--- src/logic/addressing_macros.svh ---
// address translation macros: widths, thread count, window bounds and write map
`ifndef ADDRESSING_MACROS_SVH
`define ADDRESSING_MACROS_SVH

// ----------------------------------------
// datapath widths
`define ADDR_WIDTH          10
`define WORD_WIDTH          36
`define D_OPERAND_WIDTH     10

// threads and indirect slots
`define THREAD_COUNT        8
`define THREAD_ADDR_WIDTH   3
`define INDIRECT_SLOTS      4
`define SLOT_ADDR_WIDTH     2

// one entry per thread and slot
`define OFFSET_ENTRIES      (`THREAD_COUNT * `INDIRECT_SLOTS)
`define OFFSET_INDEX_WIDTH  5

// ----------------------------------------
// read address windows
`define SHARED_LIMIT        10'h100
`define INDIRECT_BASE       10'h3FC

// ALU write map
`define DO_WRITE_BASE       10'h200
`define DO_WRITE_COUNT      10'd8
`define PO_WRITE_BASE       10'h210
`define PO_WRITE_COUNT      10'd32
`define INC_WRITE_BASE      10'h230
`define INC_WRITE_COUNT     10'd32

// low bit of each data field within the ALU word
`define DO_WORD_OFFSET      0
`define PO_WORD_OFFSET      0
`define INC_WORD_OFFSET     12

`endif
--- src/logic/addressing_pkg.sv ---
// address translation types: address classes and the structs passed between blocks
`default_nettype none

`include "addressing_macros.svh"

package addressing_pkg;

    // ----------------------------------------
    // class of a read address
    typedef enum logic [1:0] {
        class_shared   = 2'd0,
        class_private  = 2'd1,
        class_indirect = 2'd2
    } addr_class_e;

    // ----------------------------------------
    // one decoded ALU write into an offset memory
    // index is the thread for default offsets, thread*4+slot otherwise
    typedef struct packed {
        logic                               en;
        logic [`OFFSET_INDEX_WIDTH-1:0]     index;
        logic [`ADDR_WIDTH-1:0]             data;
    } offset_write_t;

    // state carried from the classify stage to the select stage
    typedef struct packed {
        addr_class_e                        cls;
        logic [`ADDR_WIDTH-1:0]             addr;
        logic [`THREAD_ADDR_WIDTH-1:0]      thread;
        logic [`SLOT_ADDR_WIDTH-1:0]        slot;
    } translate_stage_t;

endpackage

`default_nettype wire

--- src/logic/addressing_mapped.sv ---
// address translation top level holding the ALU write map and data field slicing
`timescale 1ns/1ps
`default_nettype none

`include "addressing_macros.svh"

module addressing_mapped (
    input  logic                            clock,
    input  logic                            rst,
    input  logic [`ADDR_WIDTH-1:0]          addr_in,
    input  logic                            io_ready,
    input  logic [`D_OPERAND_WIDTH-1:0]     alu_write_addr,
    input  logic [`WORD_WIDTH-1:0]          alu_write_data,
    output logic [`ADDR_WIDTH-1:0]          addr_out
);

    addressing_pkg::offset_write_t do_write;
    addressing_pkg::offset_write_t po_write;
    addressing_pkg::offset_write_t inc_write;

    // hit test and entry number for one write window
    function automatic addressing_pkg::offset_write_t decode_write(
        input logic [`D_OPERAND_WIDTH-1:0] addr,
        input logic [`D_OPERAND_WIDTH-1:0] base,
        input logic [`D_OPERAND_WIDTH-1:0] count,
        input logic [`ADDR_WIDTH-1:0]      data
    );
        logic [`D_OPERAND_WIDTH-1:0] rel;
        rel = addr - base;
        decode_write.en    = (addr >= base) && (rel < count);
        decode_write.index = rel[`OFFSET_INDEX_WIDTH-1:0];
        decode_write.data  = data;
    endfunction

    // ----------------------------------------
    // write map, all combinational
    always_comb begin
        do_write  = decode_write(alu_write_addr, `DO_WRITE_BASE, `DO_WRITE_COUNT,
                                 alu_write_data[`DO_WORD_OFFSET +: `ADDR_WIDTH]);
        po_write  = decode_write(alu_write_addr, `PO_WRITE_BASE, `PO_WRITE_COUNT,
                                 alu_write_data[`PO_WORD_OFFSET +: `ADDR_WIDTH]);
        // increment lives in its own field of the word
        inc_write = decode_write(alu_write_addr, `INC_WRITE_BASE, `INC_WRITE_COUNT,
                                 alu_write_data[`INC_WORD_OFFSET +: `ADDR_WIDTH]);
    end

    // ----------------------------------------
    addressing u_addressing (
        .clock      (clock),
        .rst        (rst),
        .addr_in    (addr_in),
        .io_ready   (io_ready),
        .do_write   (do_write),
        .po_write   (po_write),
        .inc_write  (inc_write),
        .addr_out   (addr_out)
    );

endmodule

`default_nettype wire

--- src/logic/addressing.sv ---
// translation core joining the thread counter, offset memories and translator
`timescale 1ns/1ps
`default_nettype none

`include "addressing_macros.svh"

module addressing (
    input  logic                            clock,
    input  logic                            rst,
    input  logic [`ADDR_WIDTH-1:0]          addr_in,
    input  logic                            io_ready,
    input  addressing_pkg::offset_write_t   do_write,
    input  addressing_pkg::offset_write_t   po_write,
    input  addressing_pkg::offset_write_t   inc_write,
    output logic [`ADDR_WIDTH-1:0]          addr_out
);

    logic [`THREAD_ADDR_WIDTH-1:0]  thread;
    logic [`THREAD_ADDR_WIDTH-1:0]  thread_d;
    logic [`SLOT_ADDR_WIDTH-1:0]    rd_slot;
    logic [`OFFSET_INDEX_WIDTH-1:0] rd_index;
    logic [`ADDR_WIDTH-1:0]         default_offset;
    logic [`ADDR_WIDTH-1:0]         pointer;
    logic                           bump;
    logic [`OFFSET_INDEX_WIDTH-1:0] bump_index;

    thread_number u_thread_number (
        .clock      (clock),
        .rst        (rst),
        .thread     (thread),
        .thread_d   (thread_d)
    );

    // ----------------------------------------
    // memory reads for the address held in stage 1
    assign rd_index = {thread_d, rd_slot};

    default_offset_mem u_default_offset_mem (
        .clock      (clock),
        .wr         (do_write),
        .rd_thread  (thread_d),
        .offset     (default_offset)
    );

    indirect_offset_mem u_indirect_offset_mem (
        .clock      (clock),
        .rst        (rst),
        .po_wr      (po_write),
        .inc_wr     (inc_write),
        .rd_index   (rd_index),
        .bump       (bump),
        .bump_index (bump_index),
        .pointer    (pointer)
    );

    // ----------------------------------------
    address_translate u_address_translate (
        .clock          (clock),
        .rst            (rst),
        .addr_in        (addr_in),
        .thread         (thread),
        .thread_d       (thread_d),
        .io_ready       (io_ready),
        .default_offset (default_offset),
        .pointer        (pointer),
        .rd_slot        (rd_slot),
        .bump           (bump),
        .bump_index     (bump_index),
        .addr_out       (addr_out)
    );

endmodule

`default_nettype wire

--- src/logic/address_translate.sv ---
// two-stage translator: classify the read address, then select the output address
`timescale 1ns/1ps
`default_nettype none

`include "addressing_macros.svh"

module address_translate (
    input  logic                            clock,
    input  logic                            rst,
    input  logic [`ADDR_WIDTH-1:0]          addr_in,
    input  logic [`THREAD_ADDR_WIDTH-1:0]   thread,
    input  logic [`THREAD_ADDR_WIDTH-1:0]   thread_d,
    input  logic                            io_ready,
    input  logic [`ADDR_WIDTH-1:0]          default_offset,
    input  logic [`ADDR_WIDTH-1:0]          pointer,
    output logic [`SLOT_ADDR_WIDTH-1:0]     rd_slot,
    output logic                            bump,
    output logic [`OFFSET_INDEX_WIDTH-1:0]  bump_index,
    output logic [`ADDR_WIDTH-1:0]          addr_out
);

    addressing_pkg::addr_class_e      cls;
    addressing_pkg::translate_stage_t stage_1;
    addressing_pkg::translate_stage_t stage_2;
    logic                             io_ready_q;

    // ----------------------------------------
    // stage 1: classify and capture

    always_comb begin
        if (addr_in < `SHARED_LIMIT) begin
            cls = addressing_pkg::class_shared;
        end else if (addr_in >= `INDIRECT_BASE) begin
            cls = addressing_pkg::class_indirect;
        end else begin
            cls = addressing_pkg::class_private;
        end
    end

    always_ff @(posedge clock) begin
        stage_1.addr   <= addr_in;
        stage_1.thread <= thread;
        stage_1.slot   <= addr_in[`SLOT_ADDR_WIDTH-1:0];
        if (rst) begin
            stage_1.cls <= addressing_pkg::class_shared;
        end else begin
            stage_1.cls <= cls;
        end
    end

    // slot selects the entry the memories read during this stage
    assign rd_slot = stage_1.slot;

    // ----------------------------------------
    // stage 2: offsets arrive, io_ready belongs to this instruction

    always_ff @(posedge clock) begin
        stage_2.addr   <= stage_1.addr;
        stage_2.slot   <= stage_1.slot;
        // counter copy lines up with the thread that was read
        stage_2.thread <= thread_d;
        if (rst) begin
            stage_2.cls <= addressing_pkg::class_shared;
            io_ready_q  <= 1'b0;
        end else begin
            stage_2.cls <= stage_1.cls;
            io_ready_q  <= io_ready;
        end
    end

    assign bump       = (stage_2.cls == addressing_pkg::class_indirect) && io_ready_q;
    assign bump_index = {stage_2.thread, stage_2.slot};

    always_ff @(posedge clock) begin
        if (rst) begin
            addr_out <= '0;
        end else begin
            case (stage_2.cls)
                addressing_pkg::class_private:  addr_out <= stage_2.addr + default_offset;
                addressing_pkg::class_indirect: addr_out <= pointer;
                default:                        addr_out <= stage_2.addr;
            endcase
        end
    end

endmodule

`default_nettype wire

--- src/logic/indirect_offset_mem.sv ---
// per-thread, per-slot pointer and increment RAMs with pointer post-increment
`timescale 1ns/1ps
`default_nettype none

`include "addressing_macros.svh"

module indirect_offset_mem (
    input  logic                            clock,
    input  logic                            rst,
    input  addressing_pkg::offset_write_t   po_wr,
    input  addressing_pkg::offset_write_t   inc_wr,
    input  logic [`OFFSET_INDEX_WIDTH-1:0]  rd_index,
    input  logic                            bump,
    input  logic [`OFFSET_INDEX_WIDTH-1:0]  bump_index,
    output logic [`ADDR_WIDTH-1:0]          pointer
);

    logic [`ADDR_WIDTH-1:0] pointer_ram   [`OFFSET_ENTRIES];
    logic [`ADDR_WIDTH-1:0] increment_ram [`OFFSET_ENTRIES];

    logic [`ADDR_WIDTH-1:0] increment;
    logic [`ADDR_WIDTH-1:0] bumped_pointer;
    logic                   bump_wr;

    // ----------------------------------------
    // both RAMs read at the same entry

    always_ff @(posedge clock) begin
        pointer   <= pointer_ram[rd_index];
        increment <= increment_ram[rd_index];
    end

    // ----------------------------------------
    // post-increment writeback

    // wraps at 1024 through the adder width
    assign bumped_pointer = pointer + increment;

    // an ALU write to the same entry takes priority
    assign bump_wr = bump && !rst && !(po_wr.en && (po_wr.index == bump_index));

    always_ff @(posedge clock) begin
        if (bump_wr) begin
            pointer_ram[bump_index] <= bumped_pointer;
        end
        if (po_wr.en) begin
            pointer_ram[po_wr.index] <= po_wr.data;
        end
    end

    // increments change only through the ALU
    always_ff @(posedge clock) begin
        if (inc_wr.en) begin
            increment_ram[inc_wr.index] <= inc_wr.data;
        end
    end

endmodule

`default_nettype wire

--- src/logic/default_offset_mem.sv ---
// per-thread default offset RAM, written by the ALU and read one thread per cycle
`timescale 1ns/1ps
`default_nettype none

`include "addressing_macros.svh"

module default_offset_mem (
    input  logic                            clock,
    input  addressing_pkg::offset_write_t   wr,
    input  logic [`THREAD_ADDR_WIDTH-1:0]   rd_thread,
    output logic [`ADDR_WIDTH-1:0]          offset
);

    logic [`ADDR_WIDTH-1:0] offset_ram [`THREAD_COUNT];
    logic [`THREAD_ADDR_WIDTH-1:0] wr_thread;

    // the decoder only hits the first THREAD_COUNT entries
    assign wr_thread = wr.index[`THREAD_ADDR_WIDTH-1:0];

    // ----------------------------------------
    // write port
    always_ff @(posedge clock) begin
        if (wr.en) begin
            offset_ram[wr_thread] <= wr.data;
        end
    end

    // ----------------------------------------
    // registered read, old data on a same-cycle write
    always_ff @(posedge clock) begin
        offset <= offset_ram[rd_thread];
    end

endmodule

`default_nettype wire

--- src/logic/thread_number.sv ---
// round-robin thread counter with a one-cycle delayed copy for the second stage
`timescale 1ns/1ps
`default_nettype none

`include "addressing_macros.svh"

module thread_number (
    input  logic                            clock,
    input  logic                            rst,
    output logic [`THREAD_ADDR_WIDTH-1:0]   thread,
    output logic [`THREAD_ADDR_WIDTH-1:0]   thread_d
);

    localparam int unsigned LAST_THREAD = `THREAD_COUNT - 1;

    // one thread per clock, wrapping after the last one
    always_ff @(posedge clock) begin
        if (rst) begin
            thread <= '0;
        end else if (thread == LAST_THREAD[`THREAD_ADDR_WIDTH-1:0]) begin
            thread <= '0;
        end else begin
            thread <= thread + 1'b1;
        end
    end

    // thread that was current when the first stage sampled its address
    always_ff @(posedge clock) begin
        if (rst) begin
            thread_d <= '0;
        end else begin
            thread_d <= thread;
        end
    end

endmodule

`default_nettype wire

--- config.mk ---
export PLATFORM = sky130hd
export DESIGN_NAME = addressing_mapped
export DESIGN_NICKNAME = d
export VERILOG_FILES = /design/src/logic/addressing_pkg.sv /design/src/logic/addressing_mapped.sv /design/src/logic/addressing.sv /design/src/logic/address_translate.sv /design/src/logic/indirect_offset_mem.sv /design/src/logic/default_offset_mem.sv /design/src/logic/thread_number.sv
export VERILOG_INCLUDE_DIRS = /design/src /design/src/logic
export SDC_FILE = /design/constraint.sdc
export NUM_CORES = 1
export LEC_CHECK = 0
export CAP_MARGIN = 10
export CORE_ASPECT_RATIO = 1.75
export CORE_MARGIN = 4
export CORE_UTILIZATION = 40
export CTS_CLUSTER_SIZE = 8
export DETAILED_ROUTE_END_ITERATION = 8
export DONT_BUFFER_PORTS = 1
export SYNTH_ARGS = -nofsm -noshare
export SYNTH_HDL_FRONTEND = slang
export SYNTH_SLANG_ARGS = --single-unit
--- constraint.sdc ---
create_clock -name clock -period 2.8 [get_ports clock]
set_input_delay 0.28 -clock clock [delete_from_list [all_inputs] [get_ports clock]]
set_output_delay 0.28 -clock clock [all_outputs]
set_load 0.03 [all_outputs]
==> results of run 1 <==
[power breakdown]
| part | internal, uW | switching, uW |
|---|---|---|
| Sequential | 13700 | 124 |
| Combinational | 1790 | 2300 |
| Clock | 7140 | 4870 |
| Total | 22600 | 7290 |
[worst max-delay path, cell delays in order, from the launching register on]
cell and delay (ns):
dfxtp_1 0.56, xnor2_1 0.13, nand2_1 0.08, or4_1 0.13
or3b_1 0.40, o21bai_1 0.93
[state kept, by name, summed over array words and instances (netlist names), 3 cells and up]
signal	cells
u_addressing.u_address_translate.stage_2	11
u_addressing.u_address_translate.addr_out	10
u_addressing.u_thread_number.thread	3
u_addressing.u_address_translate.bump_index	4
u_addressing.u_indirect_offset_mem.pointer_ram	320
u_addressing.u_address_translate.stage_1	11
u_addressing.u_indirect_offset_mem.pointer	10
u_addressing.u_thread_number.thread_d	3
u_addressing.u_indirect_offset_mem.increment	10
u_addressing.u_indirect_offset_mem.increment_ram	320
u_addressing.u_default_offset_mem.offset	10
u_addressing.u_default_offset_mem.offset_ram	80
[placed cells by master (no fill, tap or decap), drive strengths merged, types with 16 or more instances in the layout]
cell type    instances
nor3                42
a21oi               28
edfxtp             720
nor2                68
o21ai              237
mux2               119
ha                  25
nand2              262
mux4               220
nand3               21
dlygate4sd3         36
buf                188
dfxtp               74
o21bai              20
clkbuf             160
inv                 22
nor2b               16
[metrics by stage]
stage | util [%] | hold slack, ns | setup slack [ns] | power, uW | instances
CTS | 47.7 | 0.00763 | 0.0644 | 30200 | 3529
detailed placement | 43.2 | 0.308 | 0.0822 | 17800 | 3305
floorplan | - | 0.308 | 0.111 | 16500 | 2156
finish | 47.7 | 0.0494 | 0.147 | 29900 | 3529
global route | 47.7 | 0.0602 | 0.00152 | 31000 | 3529
global placement | 43.2 | 0.308 | 0.0958 | 17600 | 3305
[cell families after synthesis]
family | count (synthesis) | share of synthesized area (%)
and+or+nand+nor | 460 | 6.23
buffers and inverters | 191 | 2.29
xor gates and xnor gates | 14 | 0.353
DFF | 794 | 66.6
muxes | 348 | 18.4
adders and majority gates | 27 | 1.02
AOI/OAI and AO/OA | 322 | 5.11
[final cells by class]
cell class | count | area (um^2)
Sequential cell | 794 | 23100
Timing Repair Buffer | 224 | 2300
Clock inverter | 8 | 188
Fill cell | 7218 | 44900
Tap cell | 1152 | 1440
Inverter | 20 | 75.1
Clock buffer | 160 | 2920
Multi-Input combinational cell | 1171 | 10900
[per-layer routing]
layer / up-vias / share of wire (%) / GRT usage (%)
li1: 8731 / - / -
met1: 9836 / 32 / 20.3
met2: 644 / 57 / 39.3
met3: 207 / 4.7 / 3.17
met4: 0 / 6.1 / 11.7
met5: - / 0 / 0
[final timing paths]
| check | endpoint | depth (start not counted) | slack [ns] |
|---|---|---|---|
| min | register | 3 | 0.05 |
| max | register | 5 | 0.15 |
| min reg2reg | u_addressing.u_address_translate.stage_2[9]$_DFF_P_ | 0 | 0.33 |
| max reg2reg | register | 5 | 0.15 |
[Yosys cell counts (17+ instances only)]
master	instances	area, um^2
edfxtp_1	720	21600
nand2_1	262	983
o21ai_0	234	1170
mux4_2	220	4950
mux2_2	119	1340
clkbuf_1	110	413
dfxtp_1	74	1480
nor2_1	68	255
buf_2	39	195
a21oi_1	28	140
nor3_2	26	260
ha_1	25	313
nand3_1	21	105
inv_1	20	75.1
o21bai_1	20	150
buf_1	17	63.8
[repair_timing]
item | 4_1_cts | 5_1_grt
hold endpoints to repair | 751 | 0
resized for setup | 0 | 1
endpoints found under the setup margin | 0 | 45
hold buffers | 56 | 0
==> impl_metrics.py, run 1 <==
metrics = {
    "outcome": {
        "outcome": "finished clean",
    },
    "timing": {
        "final-setup-viol-count": 0,
        "finClkSkew_ns": 0.0406,
        "worst_slew_pin_slew_ns": 1.18,
        "timing.final.crit_share_pct": 94.7,
        "slew_violations": 0,
        "fin_tns_setup_ns": 0,
        "fin_crit_ns": 2.65,
        "hold_viol": 0,
        "rsz0062_at_grt": "no",
        "max_freq_mhz": 377,
        "max-slew-margin-rel_pct": 20.9,
    },
    "placed_design": {
        "port-buffer-count": 0,
        "gpl.final_weighted_congestion": 0.847,
        "place_hpwl_um": 62700,
        "detailed_place.area_um2": 37000,
    },
    "die": {
        "chipHeight_um": 398,
        "fp.dieArea_um2": 91700,
        "rows": 142,
        "initial_core_util_pct": 40.4,
        "dieWidth_um": 231,
        "core_region_area_um2": 85800,
        "count_of_pins_on_the_block_boundary": 69,
    },
    "detailed_routing": {
        "first_pass_iters": 6,
        "drt_iter0_drc": 1584,
        "wl_um": 92200,
        "route.detailed.wl_per_inst_um": 26.1,
        "drt_drc_violations_left": 0,
        "via_count": 19400,
        "vias_per_cell": 5.50,
        "antenna_violating_nets_post_route": 0,
    },
    "synthesis": {
        "synth-seq-area-share_pct": 66.6,
        "avgSynthCellArea_um2": 16.1,
        "netlist_area_um2": 34700,
        "synth_nets": 2242,
        "synth_cells": 2156,
        "synth.distinct_cells": 54,
        "ys_dominant_reg_cell": "edfxtp_1",
        "ys_async_sr_fraction_pct": 0,
        "ys_ff_latch": 794,
        "synth_warnings": 0,
        "synth_edf_count": 720,
    },
    "power": {
        "leak_pwr_uw": 0.0129,
        "power.ir.vdd_worst_v": 0.000505,
        "power.density_cell_area_nw_per_um2": 731,
    },
    "final_layout": {
        "drive_gt1_share_pct": 28.9,
        "antenna_cells_inserted": 0,
        "final_instance_area_um2": 40900,
        "final_nets": 2406,
        "area_growth_syn_to_layout_pct": 17.9,
    },
    "clocking": {
        "clock_tree.buffer_depth": 3,
        "tritoncts": "done",
        "ctsHtreeMaxLevel": 3,
        "post_cts_setup_buffer_count": 0,
        "clk_latency_ns": 0.71,
        "clock_sinks": 794,
        "tritoncts.num_buffers": 109,
        "cts_root_buf": "clkbuf_16",
        "worst_setup_hold_path_clk_slew_ns": 0.06,
    },
    "worst_setup_path": {
        "worst_path_class_setup": "reg -> reg",
        "worst_ep_required_time_ns": 3.08,
        "critPathLaunchType": "register",
        "worstPathMaxFanout": 10,
        "reg2reg_from": "u_addressing.u_address_translate.stage_2[6]$_DFF_P_",
        "critical_path.startpoint": "u_addressing.u_address_translate.stage_2[6]$_DFF_P_",
        "end_kind": "register",
        "crit_path_arrival_time_ns": 2.93,
    },
    "grt": {
        "grt_pass1_wl_um": 136000,
        "initial_antenna_violation_count": 1,
        "grt_remaining_overflow": 0,
        "global_route.usage.total_pct": 20.3,
        "number_of_global_route_vias_before_repair": 20600,
        "grt_start_max_net_pins": 52,
    },
    "min_path": {
        "min-delay-start": "alu_write_addr[2]",
        "holdCritPathClass": "in -> reg",
    },
    "flow_run": {
        "drv_cap": 0,
    },
}
(Power assumes the default switching activity.)
==> inputs of run 2 (changes only) <==
- SETUP_SLACK_MARGIN: default -> 0.2
==> run 2 against run 1 <==
  * Sequential power is essentially flat
  * Count of clock-buffer cells in the layout is 1 lower
  * Highest routed layer unchanged
  * Routed wire length grew 2.5%
  * Cell count is essentially flat
  * Fmax up 4.3%
  * Sequential cell count stayed put
  * Setup slack improved by 0.11 ns
==> impl_metrics.py, run 2 (same netlist as run 1, synthesis figures left out) <==
metrics = {
    "outcome": {
        "outcome": "finished clean",
    },
    "worst_setup_path": {
        "crit_slowest_cell": "mux4_2",
        "setup.worst_path.end": "u_addressing.u_indirect_offset_mem.pointer[1]$_DFF_P_",
        "setup.reg_to_reg.worst_slack_ns": 0.26,
        "critical_path.startpoint": "u_addressing.u_address_translate.rd_slot[0]$_DFF_P_",
        "critPathLaunchType": "register",
        "cp_slowest_stage_delay_ns": 0.59,
        "end_kind": "register",
        "path_delay_family": "multiplexers",
        "worst_path_class_setup": "reg -> reg",
        "reg2regPathDepth": 5,
        "worstReg2RegEnd": "u_addressing.u_indirect_offset_mem.pointer[1]$_DFF_P_",
        "critical_path.n_buffers_inverters": 2,
        "crit_path_arrival_time_ns": 3.12,
        "crit_cells": 5,
        "worstPathCellList": "buf_12 > buf_12 > mux4_2 > mux4_2 > mux2_2",
        "reg2reg_from": "u_addressing.u_address_translate.rd_slot[0]$_DFF_P_",
        "worst_ep_required_time_ns": 3.37,
        "worstPathMaxFanout": 29,
    },
    "grt": {
        "initial_antenna_violation_count": 0,
        "grt_start_max_net_pins": 52,
        "grt_remaining_overflow": 0,
        "grt_pass1_wl_um": 138000,
        "globalRouteMet3Util_pct": 3.17,
        "global_route.usage.met1_pct": 21.5,
        "global_route.usage.total_pct": 20.6,
        "number_of_global_route_vias_before_repair": 20600,
        "grt.met2_usage_pct": 38.9,
        "top_usage_layer": "met2",
    },
    "final_layout": {
        "drive_gt1_share_pct": 29.6,
        "final_core_util_pct": 47.9,
        "area_growth_syn_to_layout_pct": 18.6,
        "final_nets": 2408,
        "largestRegisters": "u_addressing.u_indirect_offset_mem.increment_ram (320), u_addressing.u_indirect_offset_mem.pointer_ram (320), u_addressing.u_default_offset_mem.offset_ram (80)",
        "layout_commonest_cell": "edfxtp_1",
        "antenna_cells_inserted": 0,
        "final_cell_mix": "720 x edfxtp_1, 262 x nand2_1, 220 x o21ai_0, 220 x mux4_2, 138 x buf_4",
    },
    "clocking": {
        "tritoncts.num_buffers": 109,
        "cts_root_buf": "clkbuf_16",
        "worst_setup_hold_path_clk_slew_ns": 0.06,
        "tritoncts": "done",
        "clk_latency_ns": 0.72,
        "clock_sinks": 794,
        "ctsHtreeMaxLevel": 3,
        "clock_tree.buffer_depth": 3,
    },
    "power": {
        "power.ir.vdd_worst_v": 0.000577,
        "leak_pwr_uw": 0.0130,
        "power.density_cell_area_nw_per_um2": 733,
    },
    "die": {
        "core_region_area_um2": 85800,
        "count_of_pins_on_the_block_boundary": 69,
        "chipHeight_um": 398,
        "initial_core_util_pct": 40.4,
        "rows": 142,
        "dieWidth_um": 231,
        "fp.dieArea_um2": 91700,
    },
    "detailed_routing": {
        "antenna_violating_nets_post_route": 0,
        "via_count": 19700,
        "wl_um": 94500,
        "drt_drc_violations_left": 0,
        "drt_iter0_drc": 1579,
        "route.detailed.wl_per_inst_um": 26.8,
        "first_pass_iters": 5,
        "vias_per_cell": 5.59,
    },
    "placed_design": {
        "port-buffer-count": 0,
        "place_hpwl_um": 63700,
        "gpl.final_weighted_congestion": 0.872,
    },
    "flow_run": {
        "drv_cap": 0,
    },
    "timing": {
        "max-slew-margin-rel_pct": 19.7,
        "worst_slew_pin_slew_ns": 1.20,
        "fin_crit_ns": 2.54,
        "fin_tns_setup_ns": 0,
        "finClkSkew_ns": 0.0594,
        "final-setup-viol-count": 0,
        "hold_viol": 0,
        "timing.final.crit_share_pct": 90.9,
        "max_freq_mhz": 393,
        "slew_violations": 0,
        "rsz0062_at_grt": "yes",
    },
    "min_path": {
        "min_delay_path_depth": 3,
        "holdCritPathClass": "in -> reg",
    },
}
[run 2: cell types whose count changed in the layout (fill, tap and decap cells not counted), sizes merged]
cell and change:
buf +2, clkbuf -1, clkinv +1, inv -2
bufinv +1
[run 2: timing repair]
item | in CTS | in global routing
hold buffers | 54 | 0
setup endpoints to repair | 108 | 81
setup buffers | 4 | 0
resized for setup | 11 | 11
endpoints found under the hold margin | 751 | 0
pin swaps | 2 | 1
[run 2: final cells by class]
cell class              count  area [um^2]
flip-flops and latches    794        23100
repair buffers            226         2420
fillers                  7190        44700
well taps                1152         1440
clock inverters             8          226
clock buffers             159         2930
multi-input cells        1171        10900
inverters                  20         75.1
[run 2: worst min path at each step]
stage          slack (ns)                                                      end         startpoint
4_1_cts              0.04                                                 register  alu_write_addr[2]
5_1_grt              0.09  u_addressing.u_address_translate.addr_out[9]$_SDFF_PP0_                rst
2_1_floorplan        0.31      u_addressing.u_address_translate.rd_slot[0]$_DFF_P_         addr_in[0]
3_5_place_dp         0.31      u_addressing.u_address_translate.stage_1[6]$_DFF_P_         addr_in[1]
6_report             0.08  u_addressing.u_address_translate.addr_out[9]$_SDFF_PP0_                rst
3_3_place_gp         0.31      u_addressing.u_address_translate.stage_1[6]$_DFF_P_         addr_in[1]
[run 2: power by group]
part	total, uW	switching (uW)	internal [uW]
sequential	13800	118	13700
clock	12200	4900	7250
combinational	4200	2370	1830
total	30100	7390	22800
[run 2: worst min-delay path, delay by kind of cell]
family | cells | cell delay [ns]
and+or+nand+nor | 2 | 0.30
AOI/OAI and AO/OA | 1 | 0.11
[run 2: metrics by stage]
step	hold slack, ns	instances	worst slack (ns)	area, um^2	total power, uW
6_report	0.0752	3530	0.256	41100	30100
3_5_place_dp	0.308	3305	-0.174	37200	17800
2_1_floorplan	0.308	2156	0.111	34700	16500
5_1_grt	0.0878	3530	0.159	41100	31200
3_3_place_gp	0.308	3305	0.0377	37200	17600
4_1_cts	0.0353	3530	0.216	41100	30400
[run 2: routing by layer]
layer	vias up	wire [um]
met5	-	0
met4	0	5950
met2	632	52600
met1	10200	31500
li1	8738	-
met3	187	4440
